<file path="config.mk">
export PLATFORM = sky130hd
export DESIGN_NAME = cache_bank
export DESIGN_NICKNAME = d
export VERILOG_FILES = /design/src/common/cache_pkg.sv /design/src/common/bank_stage_if.sv /design/src/bank_fifo.sv /design/src/bank_pipe/bank_tag_stage.sv /design/src/bank_pipe/bank_data_stage.sv /design/src/cache_bank.sv
export SDC_FILE = /design/constraint.sdc
export NUM_CORES = 2
export LEC_CHECK = 0
export ABC_CLOCK_PERIOD_IN_PS = 5400
export BUFFER_PORTS_ARGS = -buffer_cell sky130_fd_sc_hd__clkbuf_2
export CAP_MARGIN = 20
export CORE_UTILIZATION = 62
export CTS_BUF_LIST = sky130_fd_sc_hd__clkbuf_16
export DETAILED_ROUTE_END_ITERATION = 16
export PLACE_DENSITY = 0.8
export SLEW_MARGIN = 0
export SYNTH_ARGS = -nofsm -noshare
export SYNTH_HDL_FRONTEND = slang
export SYNTH_SLANG_ARGS = --single-unit
</file>
<file path="constraint.sdc">
create_clock -name clk -period 5.4 [get_ports clk]
set_clock_uncertainty 0.2 [all_clocks]
set_input_delay 1.08 -clock clk [delete_from_list [all_inputs] [get_ports clk]]
set_output_delay 1.08 -clock clk [all_outputs]
set_load 0.02 [all_outputs]
</file>
<file path="src/common/cache_pkg.sv">
`default_nettype none

package cache_pkg;

    // bank geometry
    localparam int word_bytes     = 4;
    localparam int line_words     = 4;
    localparam int num_lines      = 16;
    localparam int line_addr_bits = 12;
    localparam int set_bits       = $clog2(num_lines);
    localparam int tag_bits       = line_addr_bits - set_bits;

    // both queues share one depth
    localparam int fifo_depth = 4;

    typedef logic [word_bytes*8-1:0]            word_t;
    typedef word_t [line_words-1:0]             line_t;
    typedef logic [line_addr_bits-1:0]          line_addr_t;
    typedef logic [$clog2(line_words)-1:0]      wsel_t;
    typedef logic [word_bytes-1:0]              byteen_t;
    typedef logic [line_words*word_bytes-1:0]   line_byteen_t;
    typedef logic [3:0]                         core_tag_t;

    typedef struct packed {
        core_tag_t tag;
        word_t     data;
    } core_rsp_t;

    typedef struct packed {
        logic         rw;
        line_addr_t   addr;
        line_byteen_t byteen;
        line_t        data;
    } mem_req_t;

    // what a stage entry does
    typedef enum logic [2:0] {
        none,
        init,
        fill,
        read,
        write
    } op_kind_t;

endpackage

`default_nettype wire

</file>
<file path="src/common/bank_stage_if.sv">
`default_nettype none

interface bank_stage_if import cache_pkg::*; ();

    logic       valid;
    op_kind_t   kind;
    line_addr_t addr;
    wsel_t      wsel;
    byteen_t    byteen;
    word_t      wdata;
    line_t      fill_data;
    core_tag_t  tag;
    logic       hit;

    // back-pressure from the data stage
    logic       stall;

    modport tag_side (
        output valid, kind, addr, wsel, byteen, wdata, fill_data, tag, hit,
        input  stall
    );

    modport data_side (
        input  valid, kind, addr, wsel, byteen, wdata, fill_data, tag, hit,
        output stall
    );

endinterface

`default_nettype wire

</file>
<file path="src/bank_fifo.sv">
`default_nettype none

module bank_fifo import cache_pkg::*; #(
    parameter type payload_t = logic
) (
    input  logic     clk,
    input  logic     reset,
    input  logic     in_valid,
    input  payload_t in_data,
    output logic     in_ready,
    output logic     out_valid,
    output payload_t out_data,
    input  logic     out_ready
);

    payload_t mem [fifo_depth];

    logic [$clog2(fifo_depth)-1:0]   wr_ptr;
    logic [$clog2(fifo_depth)-1:0]   rd_ptr;
    logic [$clog2(fifo_depth+1)-1:0] count;
    logic                            push;
    logic                            pop;

    assign in_ready  = (count != fifo_depth);
    assign out_valid = (count != '0);
    assign out_data  = mem[rd_ptr];

    assign push = in_valid && in_ready;
    assign pop  = out_valid && out_ready;

    always_ff @(posedge clk) begin
        if (reset) begin
            wr_ptr <= '0;
            rd_ptr <= '0;
            count  <= '0;
        end else begin
            if (push) begin
                wr_ptr <= (int'(wr_ptr) == fifo_depth - 1) ? '0 : wr_ptr + 1'b1;
            end
            if (pop) begin
                rd_ptr <= (int'(rd_ptr) == fifo_depth - 1) ? '0 : rd_ptr + 1'b1;
            end
            // simultaneous push and pop leaves the count alone
            if (push && !pop) begin
                count <= count + 1'b1;
            end else if (pop && !push) begin
                count <= count - 1'b1;
            end
        end
    end

    always_ff @(posedge clk) begin
        if (push) begin
            mem[wr_ptr] <= in_data;
        end
    end

endmodule

`default_nettype wire

</file>
<file path="src/bank_pipe/bank_tag_stage.sv">
`default_nettype none

module bank_tag_stage import cache_pkg::*; (
    input  logic           clk,
    input  logic           reset,
    input  logic           core_req_valid,
    input  line_addr_t     core_req_addr,
    input  logic           core_req_rw,
    input  wsel_t          core_req_wsel,
    input  byteen_t        core_req_byteen,
    input  word_t          core_req_data,
    input  core_tag_t      core_req_tag,
    output logic           core_req_ready,
    input  logic           mem_rsp_valid,
    input  line_t          mem_rsp_data,
    output logic           mem_rsp_ready,
    bank_stage_if.tag_side stage
);

    logic [tag_bits-1:0]  tag_array [num_lines];
    logic [num_lines-1:0] valid_array;

    logic                 init_active;
    logic [set_bits-1:0]  init_ctr;

    // the single outstanding read miss
    logic                 miss_pending;
    line_addr_t           miss_addr;
    wsel_t                miss_wsel;
    core_tag_t            miss_tag;

    logic [set_bits-1:0]  req_set;
    logic [tag_bits-1:0]  req_tag;
    logic                 lookup_hit;
    logic                 advance;
    logic                 core_fire;
    logic                 fill_fire;
    logic                 fill_done;

    assign advance = !stage.stall;

    assign req_set    = core_req_addr[set_bits-1:0];
    assign req_tag    = core_req_addr[line_addr_bits-1:set_bits];
    assign lookup_hit = valid_array[req_set] && (tag_array[req_set] == req_tag);

    // core waits behind init and behind a pending miss
    assign core_req_ready = !init_active && !miss_pending && advance;
    assign mem_rsp_ready  = miss_pending && advance;

    assign core_fire = core_req_valid && core_req_ready;
    assign fill_fire = mem_rsp_valid && mem_rsp_ready;
    assign fill_done = stage.valid && (stage.kind == fill) && advance;

    always_ff @(posedge clk) begin
        if (reset) begin
            init_active <= 1'b1;
            init_ctr    <= '0;
        end else if (init_active && advance) begin
            init_ctr <= init_ctr + 1'b1;
            if (init_ctr == set_bits'(num_lines - 1)) begin
                init_active <= 1'b0;
            end
        end
    end

    always_ff @(posedge clk) begin
        if (reset) begin
            miss_pending <= 1'b0;
        end else if (core_fire && !core_req_rw && !lookup_hit) begin
            miss_pending <= 1'b1;
        end else if (fill_done) begin
            miss_pending <= 1'b0;
        end
    end

    always_ff @(posedge clk) begin
        if (core_fire && !core_req_rw) begin
            miss_addr <= core_req_addr;
            miss_wsel <= core_req_wsel;
            miss_tag  <= core_req_tag;
        end
    end

    // sweep clears valid bits, a fill installs the new tag
    always_ff @(posedge clk) begin
        if (init_active) begin
            valid_array[init_ctr] <= 1'b0;
        end else if (fill_fire) begin
            valid_array[miss_addr[set_bits-1:0]] <= 1'b1;
            tag_array[miss_addr[set_bits-1:0]]   <= miss_addr[line_addr_bits-1:set_bits];
        end
    end

    always_ff @(posedge clk) begin
        if (reset) begin
            stage.valid <= 1'b0;
        end else if (advance) begin
            stage.valid <= init_active || fill_fire || core_fire;
        end
    end

    // priority is init, then fill, then core
    always_ff @(posedge clk) begin
        if (advance) begin
            stage.byteen    <= core_req_byteen;
            stage.wdata     <= core_req_data;
            stage.fill_data <= mem_rsp_data;
            if (init_active) begin
                stage.kind <= init;
                stage.addr <= line_addr_t'(init_ctr);
                stage.wsel <= '0;
                stage.tag  <= '0;
                stage.hit  <= 1'b0;
            end else if (fill_fire) begin
                stage.kind <= fill;
                stage.addr <= miss_addr;
                stage.wsel <= miss_wsel;
                stage.tag  <= miss_tag;
                stage.hit  <= 1'b0;
            end else begin
                stage.kind <= !core_fire ? none : (core_req_rw ? write : read);
                stage.addr <= core_req_addr;
                stage.wsel <= core_req_wsel;
                stage.tag  <= core_req_tag;
                stage.hit  <= lookup_hit;
            end
        end
    end

endmodule

`default_nettype wire

</file>
<file path="src/bank_pipe/bank_data_stage.sv">
`default_nettype none

module bank_data_stage import cache_pkg::*; (
    input  logic            clk,
    input  logic            reset,
    bank_stage_if.data_side stage,
    output logic            rsp_valid,
    output core_rsp_t       rsp_data,
    output logic            mreq_valid,
    output mem_req_t        mreq_data,
    input  logic            rsp_ready,
    input  logic            mreq_ready
);

    line_t               data_array [num_lines];

    logic [set_bits-1:0] set_sel;
    logic                is_fill;
    logic                is_read;
    logic                is_write;
    logic                need_rsp;
    logic                need_mreq;
    logic                fire;
    word_t               rd_word;
    line_byteen_t        write_byteen;

    assign set_sel  = stage.addr[set_bits-1:0];
    assign is_fill  = stage.valid && (stage.kind == fill);
    assign is_read  = stage.valid && (stage.kind == read);
    assign is_write = stage.valid && (stage.kind == write);

    // each entry needs at most one of the two queues
    assign need_rsp  = is_fill || (is_read && stage.hit);
    assign need_mreq = (is_read && !stage.hit) || is_write;

    assign stage.stall = (need_rsp && !rsp_ready) || (need_mreq && !mreq_ready);
    assign fire        = !stage.stall;

    // fill returns its word straight from the incoming line
    assign rd_word = is_fill ? stage.fill_data[stage.wsel] : data_array[set_sel][stage.wsel];

    assign rsp_valid = need_rsp;
    assign rsp_data  = '{tag: stage.tag, data: rd_word};

    // word byte enables placed at the selected word of the line
    assign write_byteen = line_byteen_t'(stage.byteen) << (stage.wsel * word_bytes);

    assign mreq_valid = need_mreq;
    assign mreq_data  = '{
        rw:     is_write,
        addr:   stage.addr,
        byteen: is_write ? write_byteen : '1,
        data:   {line_words{stage.wdata}}
    };

    // no array update while reset is held
    always_ff @(posedge clk) begin
        if (!reset && fire) begin
            if (is_fill) begin
                data_array[set_sel] <= stage.fill_data;
            end else if (is_write && stage.hit) begin
                for (int b = 0; b < word_bytes; b++) begin
                    if (stage.byteen[b]) begin
                        data_array[set_sel][stage.wsel][b*8 +: 8] <= stage.wdata[b*8 +: 8];
                    end
                end
            end
        end
    end

endmodule

`default_nettype wire

</file>
<file path="src/cache_bank.sv">
`default_nettype none

module cache_bank import cache_pkg::*; (
    input  logic         clk,
    input  logic         reset,
    input  logic         core_req_valid,
    input  line_addr_t   core_req_addr,
    input  logic         core_req_rw,
    input  wsel_t        core_req_wsel,
    input  byteen_t      core_req_byteen,
    input  word_t        core_req_data,
    input  core_tag_t    core_req_tag,
    output logic         core_req_ready,
    output logic         core_rsp_valid,
    output word_t        core_rsp_data,
    output core_tag_t    core_rsp_tag,
    input  logic         core_rsp_ready,
    output logic         mem_req_valid,
    output logic         mem_req_rw,
    output line_addr_t   mem_req_addr,
    output line_byteen_t mem_req_byteen,
    output line_t        mem_req_data,
    input  logic         mem_req_ready,
    input  logic         mem_rsp_valid,
    input  line_t        mem_rsp_data,
    output logic         mem_rsp_ready
);

    logic      rsp_push_valid;
    logic      rsp_push_ready;
    core_rsp_t rsp_push_data;
    core_rsp_t rsp_head;
    logic      mreq_push_valid;
    logic      mreq_push_ready;
    mem_req_t  mreq_push_data;
    mem_req_t  mreq_head;

    bank_stage_if stage_bus ();

    bank_tag_stage tag_stage (
        .clk             (clk),
        .reset           (reset),
        .core_req_valid  (core_req_valid),
        .core_req_addr   (core_req_addr),
        .core_req_rw     (core_req_rw),
        .core_req_wsel   (core_req_wsel),
        .core_req_byteen (core_req_byteen),
        .core_req_data   (core_req_data),
        .core_req_tag    (core_req_tag),
        .core_req_ready  (core_req_ready),
        .mem_rsp_valid   (mem_rsp_valid),
        .mem_rsp_data    (mem_rsp_data),
        .mem_rsp_ready   (mem_rsp_ready),
        .stage           (stage_bus.tag_side)
    );

    bank_data_stage data_stage (
        .clk        (clk),
        .reset      (reset),
        .stage      (stage_bus.data_side),
        .rsp_valid  (rsp_push_valid),
        .rsp_data   (rsp_push_data),
        .mreq_valid (mreq_push_valid),
        .mreq_data  (mreq_push_data),
        .rsp_ready  (rsp_push_ready),
        .mreq_ready (mreq_push_ready)
    );

    bank_fifo #(.payload_t(core_rsp_t)) rsp_queue (
        .clk       (clk),
        .reset     (reset),
        .in_valid  (rsp_push_valid),
        .in_data   (rsp_push_data),
        .in_ready  (rsp_push_ready),
        .out_valid (core_rsp_valid),
        .out_data  (rsp_head),
        .out_ready (core_rsp_ready)
    );

    bank_fifo #(.payload_t(mem_req_t)) mreq_queue (
        .clk       (clk),
        .reset     (reset),
        .in_valid  (mreq_push_valid),
        .in_data   (mreq_push_data),
        .in_ready  (mreq_push_ready),
        .out_valid (mem_req_valid),
        .out_data  (mreq_head),
        .out_ready (mem_req_ready)
    );

    assign core_rsp_data  = rsp_head.data;
    assign core_rsp_tag   = rsp_head.tag;
    assign mem_req_rw     = mreq_head.rw;
    assign mem_req_addr   = mreq_head.addr;
    assign mem_req_byteen = mreq_head.byteen;
    assign mem_req_data   = mreq_head.data;

endmodule

`default_nettype wire

</file>
==> results.yml <==
worst_setup_path:
  cp_common_cell: "o21ai_1"
  cpPeakStageDelay_ps: 750
  startpoint_type: "flip-flop"
  cp_max_fo: 53
  critPathArrivalTime_ps: 3550
  crit_required_ps: 4120
  crit_type: "reg2out"
  path_cells: "nor4bb_1 > o21ai_1 > o21ai_1 > inv_8 > and2_1 > clkbuf_2"
  cp_slowest_cell: "o21ai_1"
  crit_path_end_kind: "output port"
layout:
  layout-drive-gt1-share: 0.347
  multi_input_area_sq_mm: 0.0241
  ff_latch_area_sq_mm: 0.0842
  fillCellCount: 9761
  fin_nets: 5525
  mostFrequentLayoutCells: "2784 x edfxtp_1, 827 x mux4_2, 385 x clkbuf_2"
  area_growth_pct: 12.2
  layout_commonest_cell: "edfxtp_1"
synthesis:
  yosys_warnings: 0
  ys_types: 51
  synth_nets: 5063
  syn_inst: 4856
  synthAdderAreaFrac: 0.00218
  yosysSeqAreaShare: 0.765
  synth-edff-count: 2784
  ys_seq_elements: 2813
  async_flop_share: 0
  synth_compound_area_frac: 0.00684
  synth_top_family_by_area: "multiplexers"
  avgSynthCellArea_sq_um: 22.7
  synth.area.mux_share: 0.188
  synth_simple_gate_area_frac: 0.0198
  syn_area_sq_mm: 0.110
  synth_top_flop_cell: "edfxtp_1"
  synth_xor_area_frac: 0.00111
power_and_ir_drop:
  ir_drop_v: 0.000349
  powerDensity_mw_per_mm2: 385
  total_power_w: 0.0476
  p_leak_nw: 39.1
global_routing:
  antenna_found_initial: 28
  grt_overflow: 0
  grt_pass1_vias: 56685
  track_usage: 0.339
  grt_max_degree: 144
  grt_pass1_wl_microns: 421000
sta:
  fmax_mhz: 207
  timing.final.hold_violations: 0
  tightest_slew_ps: 1270
  slew_violations: 0
  grt_setup_unrepaired: "false"
  final.min_clock_period_ps: 4830
  fin_crit_sh: 0.894
  fin_tns_setup_ps: 0
  finalSetupViolations: 0
  slew_headroom: 0.152
die:
  die_h_microns: 423
  num_rows: 154
  num_io_pins: 386
  dieArea_sq_mm: 0.179
  start_util: 0.625
  core_sq_mm: 0.176
  die_w_microns: 423
placed_design:
  gp_congestion: 0.878
  io_buffers: 385
  hpwl_microns: 186000
clocking:
  postCtsResizedCells: 0
  clock-sinks: 2813
  htreeDepth: 5
  clkTransAtPathRegs_ps: 60
  postCtsSetupRepairBufs: 0
  cts_hold_buf: 0
  cts_tree: "done"
  clk_path_buf_depth: 4
  clkLatencyLatePin_ps: 930
  cts_buffers: 288
  root_buffer: "clkbuf_16"
detailed_routing:
  num_vias: 56001
  drt_iter0_drc: 7776
  routed_wl_microns: 303000
  drt-pass1-iter-count: 8
  ant_nets: 0
  drc: 0
  wl_per_cell_microns: 38.4
  viasPerCell: 7.10
outcome:
  status: "completed"
hold_path:
  hold_class: "in2reg"
flow_run:
  cap_violations: 0
layout make-up:
type,instances,share of cell area
Sequential cell,2813,0.683
Inverter,25,0.000821
Tap cell,2340,0.0237
Antenna cell,36,0.000730
Clock inverter,190,0.0106
Clock buffer,294,0.0596
Multi-Input combinational cell,1680,0.195
Timing Repair Buffer,510,0.0268
kinds of logic (layout without fill, tap and decap cells):
kind of cell | count (synthesis) | in the layout
fa+ha+maj | 18 | 18
simple gates | 513 | 513
other cells | 0 | 36
mux | 1011 | 1011
xor+xnor | 14 | 14
buf+inv | 363 | 1019
compound gates | 124 | 124
flops | 2813 | 2813
sequential cells by signal, indices dropped and copies added (netlist names), 12 cells and up, named ones only:
register and flops:
mreq_queue.mem 244, data_stage.data_array 2048, tag_stage.valid_array 16, tag_stage.stage.wdata 32, tag_stage.stage.addr 12, tag_stage.tag_array 128, tag_stage.miss_addr 12, tag_stage.stage.fill_data 128
rsp_queue.mem 144
path summary, 6_finish.rpt:
kind | start | endpoint | slack, ps | cells after the start
setup / recovery | tag_stage.stage.kind[2]$_SDFFCE_PP0N_ | mem_rsp_ready | 570 | 6
hold / removal | mem_rsp_data[75] | tag_stage.stage.fill_data[75]$_DFFE_PN_ | 130 | 1
setup reg to reg | tag_stage.stage.kind[2]$_SDFFCE_PP0N_ | data_stage.data_array[0][117]$_DFFE_PP_ | 1200 | 9
hold reg to reg | tag_stage.stage.addr[11]$_SDFFCE_PP0N_ | mreq_queue.mem[2][155]$_DFFE_PP_ | 300 | 0
through the flow:
step / cell area (sq um) / setup slack, ps / cells / hold WS, ps / utilization
5_1_grt: 123000 / 379 / 7872 / 114 / 0.700
2_1_floorplan: 110000 / 609 / 4856 / 254 / -
4_1_cts: 123000 / 641 / 7841 / 93.6 / 0.699
3_5_place_dp: 114000 / 770 / 7357 / 280 / 0.650
6_report: 123000 / 573 / 7888 / 130 / 0.701
3_3_place_gp: 114000 / 813 / 7343 / 256 / 0.649
worst max-delay path, delay by kind of cell, from the launching register on:
| family | cells | cell delay, ps |
|---|---|---|
| AO/OA/AOI/OAI | 2 | 960 |
| flip-flops | 1 | 420 |
| buffers and inverters | 2 | 490 |
| AND/OR/NAND/NOR | 2 | 730 |
layer usage:
layer,track usage,up-vias,part of all wire
met4,0.237,8,0.084
met5,0,-,0.00016
met3,0.0760,1078,0.11
met1,0.415,29042,0.31
li1,-,21240,-
met2,0.541,4633,0.49
cells in the mapped netlist (3+ instances only):
cell type  number  area [sq um]
clkbuf_1      142           533
nand2b_1       12          75.1
and3_1          7          43.8
dfxtp_1        29           581
nand4_1         5          31.3
buf_1          40           150
or3_1           7          43.8
a22oi_1         8          60.1
nand3_1        22           110
mux2i_1        18           180
mux4_2        827         18600
nor3_1          7          35.0
inv_1          24          90.1
a21oi_1        66           330
mux2_2        166          1870
o2111ai_1       3          26.3
nor2b_1        16           100
ha_1           16           200
xnor2_1         7          61.3
nand2_1       106           398
and2_1         14          87.6
buf_2          45           225
buf_6           5          56.3
xor2_1          7          61.3
o211ai_1        9          67.6
a31oi_1         7          43.8
buf_4         106           796
o221ai_1        7          61.3
nor2_1        304          1140
a21o_1          5          37.5
o21ai_0         8          40.0
edfxtp_1     2784         83600
report_power, final:
| group | switching (W) | internal (W) |
|---|---|---|
| combinational | 0.00253 | 0.00171 |
| sequential | 0.000392 | 0.0241 |
| clock | 0.00814 | 0.0107 |
| total | 0.0111 | 0.0365 |
No activity file was read; power rests on OpenSTA's default activity.
